$ cat src/design/exec_pkg.sv
// Shared sizes, operation encodings and payload structs
// for the SIMD execute stage
`default_nettype none

package exec_pkg;

	localparam int LANES      = 4;
	localparam int LANE_W     = 32;
	localparam int VEC_W      = LANES * LANE_W;
	localparam int REG_IDX_W  = 5;
	localparam int MUL_STAGES = 3;

	// Scalar register index that aliases the PC
	localparam logic [REG_IDX_W-1:0] REG_PC = 5'd31;

	// MUL is the only multi-cycle operation
	typedef enum logic [3:0] {
		OP_ADD,
		OP_SUB,
		OP_AND,
		OP_OR,
		OP_XOR,
		OP_SHL,
		OP_SHR,
		OP_EQ,
		OP_NE,
		OP_LTS,
		OP_LTU,
		OP_GES,
		OP_SHUFFLE,
		OP_MUL,
		OP_MOVE
	} alu_op_e;

	typedef enum logic [1:0] {
		OP2_SCALAR2,
		OP2_VECTOR2,
		OP2_IMMEDIATE
	} op2_src_e;

	typedef enum logic [2:0] {
		MASK_SCALAR1,
		MASK_SCALAR1_INV,
		MASK_SCALAR2,
		MASK_SCALAR2_INV,
		MASK_ALL_ONES
	} mask_src_e;

	typedef enum logic [2:0] {
		BR_NONE,
		BR_ALL,
		BR_ZERO,
		BR_NOT_ZERO,
		BR_ALWAYS,
		BR_CALL,
		BR_NOT_ALL
	} branch_e;

	typedef struct packed {
		logic                 valid;
		logic [31:0]          pc;
		alu_op_e              alu_op;
		logic                 op1_is_vector;
		op2_src_e             op2_src;
		mask_src_e            mask_src;
		branch_e              branch;
		logic [REG_IDX_W-1:0] sel1;
		logic [REG_IDX_W-1:0] sel2;
		logic [31:0]          immediate;
		logic                 has_writeback;
		logic [REG_IDX_W-1:0] writeback_reg;
		logic                 writeback_is_vector;
	} decoded_op_t;

	typedef struct packed {
		logic [LANE_W-1:0] scalar1;
		logic [LANE_W-1:0] scalar2;
		logic [VEC_W-1:0]  vector1;
		logic [VEC_W-1:0]  vector2;
	} reg_read_t;

	// valid means a register write is pending from this stage
	typedef struct packed {
		logic                 valid;
		logic                 is_vector;
		logic [REG_IDX_W-1:0] writeback_reg;
		logic [VEC_W-1:0]     value;
		logic [LANES-1:0]     mask;
	} writer_t;

	typedef struct packed {
		logic                 valid;
		logic [31:0]          pc;
		logic [REG_IDX_W-1:0] writeback_reg;
		logic                 writeback_is_vector;
		logic [LANES-1:0]     mask;
	} wb_tag_t;

endpackage

`default_nettype wire
$ cat src/design/operand_bypass.sv
// Source operand forwarding from the four younger writers,
// scalar by register match and vector per lane under mask
`timescale 1ns/100ps
`default_nettype none

module operand_bypass (
	input  logic [exec_pkg::REG_IDX_W-1:0] sel_i,
	input  logic                           is_vector_i,
	input  logic [31:0]                    pc_i,
	input  logic [exec_pkg::VEC_W-1:0]     read_vec_i,
	input  logic [exec_pkg::LANE_W-1:0]    read_scalar_i,
	input  exec_pkg::writer_t              writers_i [4],
	output logic [exec_pkg::VEC_W-1:0]     value_o,
	output logic [exec_pkg::LANE_W-1:0]    scalar_o
);
	import exec_pkg::*;

	logic [$size(writers_i)-1:0] scalar_hit;
	logic [$size(writers_i)-1:0] vector_hit;
	logic [VEC_W-1:0]            vec_value;

	// Register matches per writer, index 0 is the youngest
	always_comb
	begin
		for (int w = 0; w < $size(writers_i); w++)
		begin
			scalar_hit[w] = writers_i[w].valid && !writers_i[w].is_vector
				&& writers_i[w].writeback_reg == sel_i;
			vector_hit[w] = writers_i[w].valid && writers_i[w].is_vector
				&& writers_i[w].writeback_reg == sel_i;
		end
	end

	// Walk oldest to youngest so the youngest match wins
	always_comb
	begin
		scalar_o = read_scalar_i;
		for (int w = $size(writers_i) - 1; w >= 0; w--)
		begin
			if (scalar_hit[w])
				scalar_o = writers_i[w].value[LANE_W-1:0];
		end

		// PC alias overrides any forwarded value
		if (sel_i == REG_PC)
			scalar_o = pc_i;
	end

	always_comb
	begin
		vec_value = read_vec_i;
		for (int w = $size(writers_i) - 1; w >= 0; w--)
		begin
			for (int l = 0; l < LANES; l++)
			begin
				// Lanes the writer does not touch keep the older value
				if (vector_hit[w] && writers_i[w].mask[l])
					vec_value[l*LANE_W +: LANE_W] = writers_i[w].value[l*LANE_W +: LANE_W];
			end
		end
	end

	// Scalars are broadcast to every lane
	assign value_o = is_vector_i ? vec_value : {LANES{scalar_o}};

endmodule

`default_nettype wire

$ cat config.mk
export PLATFORM = sky130hd
export DESIGN_NAME = operand_bypass
export DESIGN_NICKNAME = d
export VERILOG_FILES = /design/src/design/exec_pkg.sv /design/src/design/operand_bypass.sv
export SDC_FILE = /design/constraint.sdc
export NUM_CORES = 1
export LEC_CHECK = 0
export BUFFER_PORTS_ARGS = -buffer_cell sky130_fd_sc_hd__clkbuf_2
export CAP_MARGIN = 20
export CORE_AREA = 3 3 355 357
export DETAILED_ROUTE_END_ITERATION = 16
export DIE_AREA = 0 0 358 360
export PLACE_DENSITY = 0.3
export SLEW_MARGIN = 20
export SYNTH_ARGS = -nofsm -noshare
export SYNTH_HDL_FRONTEND = slang
export SYNTH_SLANG_ARGS = --single-unit
$ cat constraint.sdc
create_clock -name vclk -period 1.85
set_input_delay 0.0925 -clock vclk [all_inputs]
set_output_delay 0.0925 -clock vclk [all_outputs]
set_load 0.02 [all_outputs]
==> flow_summary.ini <==
[die]
pin_count = 914
initial_core_util_pct = 7.49
core-area_um2 = 123000
fp.dieW_um = 358
num_rows = 129
die_area_um2 = 129000
die_height_um = 360

[worst_setup_path]
critPathMaxFanout = 5
end_kind = output pin
critPathRequiredTime_ns = 1.76
critPathKind = in2out
cp.arrival_ns = 2.46
crit_path_start_kind = primary input

[flow_run]
drv_cap = 0

[logic_synthesis]
syn_inst = 1462
syn-cell-area_um2 = 9240
synth.largest_area_cell = o31a_1
yosysTopAreaCellShare_pct = 12.2
synth_warnings = 0
netlist-cell-type-count = 50
synth.net_count = 2216
avgSynthCellArea_um2 = 6.32
ys_seq_area_share_pct = 0
netlist_top_cells_area = o31a_1, a211oi_1, o21ai_0, o22ai_1, a21oi_1

[timing]
fin_crit_ns = 2.55
worst_slew_pin_slew_ns = 0.477
setup-violations-final = 160
rsz0062_at_grt = yes
fmax_mhz = 392
relSlewSlack_pct = 68.1
fin_setup_tns_ns = -93.49
hold_viol = 0
drv_slew = 0
finalCritPeriodShare_pct = 138
setup_slack_ns = -0.702

[finish]
syn_to_final_growth_pct = 173
layout.nets = 3386
final_common_cell = clkbuf_2
clock_buffers = 0
nFlopsAndLatches = 0
n_fill_cell = 14000
final_layout_size_suffix_gt1_share_pct = 66.5
multi_input_area_um2 = 11400
ff_latch_area_um2 = 0
utilization_pct = 20.4
layout_common_cells = clkbuf_2, buf_4, o31a_1, a21oi_1, buf_6

[route]
wl_per_cell_um = 33.7
drtIter0Drc = 1398
postRouteAntennaNets = 0
first_pass_iters = 5
drc = 0
vias = 18500
vias_per_cell = 4.32
finalWirelength_um = 145000

[placed_design]
io_buffers = 914
dp_hpwl_um = 121000
place_congestion = 0.958

[global_routing]
overflow = 0
antenna_found_initial = 42
track_usage_pct = 20.8
grt_pass1_wl_um = 182000
first_global_vias = 18600
grt_max_degree = 42

[status]
violations = setup timing
status = finished with violations

[power]
p_leak_uw = 0.0105
ir_drop_mv = 0.128
power_density_nw_per_um2 = 266

[min_path]
min_path_type = in2out

[clock_tree]
ctsHoldBuffers = 0
-- metrics by stage --
step / total power (µW) / cell area [µm²] / instances / hold slack (ns) / setup WS [ns]
detailed placement: 5300 / 20500 / 4198 / 0.619 / -1.01
CTS: 6080 / 23500 / 4249 / 0.612 / -0.711
global placement: 5340 / 20500 / 4198 / 0.619 / -1.05
global route: 7020 / 25200 / 4273 / 0.597 / -0.731
finish: 6710 / 25200 / 4288 / 0.576 / -0.702
floorplan: 1990 / 10400 / 1462 / 0.426 / -0.215
-- final cells by class --
cell class	instances	share of cell area (%)
Inverter	39	0.819
Antenna cell	21	0.208
Multi-Input combinational cell	1226	45.2
Timing Repair Buffer	1365	45.7
Tap cell	1637	8.12
-- power breakdown --
| group | total (µW) | internal (µW) | switching [µW] |
|---|---|---|---|
| Combinational | 6710 | 3200 | 3510 |
| Clock | 0.00148 | 0.00148 | 0 |
| Sequential | 0 | 0 | 0 |
-- path summary, 6_finish.rpt --
path / end / cells past startpoint / slack [ns] / start
setup / recovery: value_o[81] / 11 / -0.70 / sel_i[1]
hold / removal: value_o[60] / 4 / 0.58 / writers_i[481]
-- worst max-delay path: stages --
cell	delay [ns]
clkbuf_16	0.14
xor2_4	0.17
or3_4	0.44
buf_12	0.17
clkbuf_16	0.16
o31a_1	0.27
a211oi_4	0.21
a2bb2oi_4	0.28
buf_12	0.22
o22ai_4	0.10
buf_6	0.14
-- cell families after synthesis --
kind of cell / Yosys count / synth area share (%)
XOR/XNOR: 19 / 1.88
AND/OR/NAND/NOR: 295 / 17.0
buffers and inverters: 236 / 10.2
AO/OA/AOI/OAI: 912 / 70.9
-- routing by layer --
layer  vias up  part of all wire [%]  GRT usage (%)
met1      9281                    43           27.7
met2       884                    48           35.7
met3       130                   6.5           3.75
li1       8217                     -              -
met5         -                 0.080              0
met4        18                   2.0           2.86
-- cells in the mapped netlist, drive strengths merged, types with 2 or more instances --
| library cell | number |
|---|---|
| a211o | 8 |
| a211oi | 151 |
| a21boi | 45 |
| a21oi | 128 |
| a22oi | 7 |
| a2bb2oi | 23 |
| a311o | 28 |
| a311oi | 2 |
| a41oi | 2 |
| and2 | 3 |
| and3 | 86 |
| and4 | 2 |
| buf | 32 |
| clkbuf | 165 |
| inv | 39 |
| nand2 | 16 |
| nand2b | 30 |
| nand3 | 10 |
| nand4 | 3 |
| nor2 | 106 |
| nor2b | 2 |
| nor3 | 8 |
| nor4 | 7 |
| o21a | 66 |
| o21ai | 162 |
| o221ai | 21 |
| o22ai | 128 |
| o311a | 8 |
| o31a | 129 |
| o41ai | 2 |
| or2 | 4 |
| or3 | 15 |
| xnor2 | 17 |
| xor2 | 2 |
-- repair_timing --
item | in CTS | in global routing
buffers inserted | 39 | 18
pin swaps | 138 | 106
gates resized for setup | 450 | 487
cloned | 15 | 7
setup endpoints to repair | 160 | 160
No activity file was read; power rests on OpenSTA's default activity.
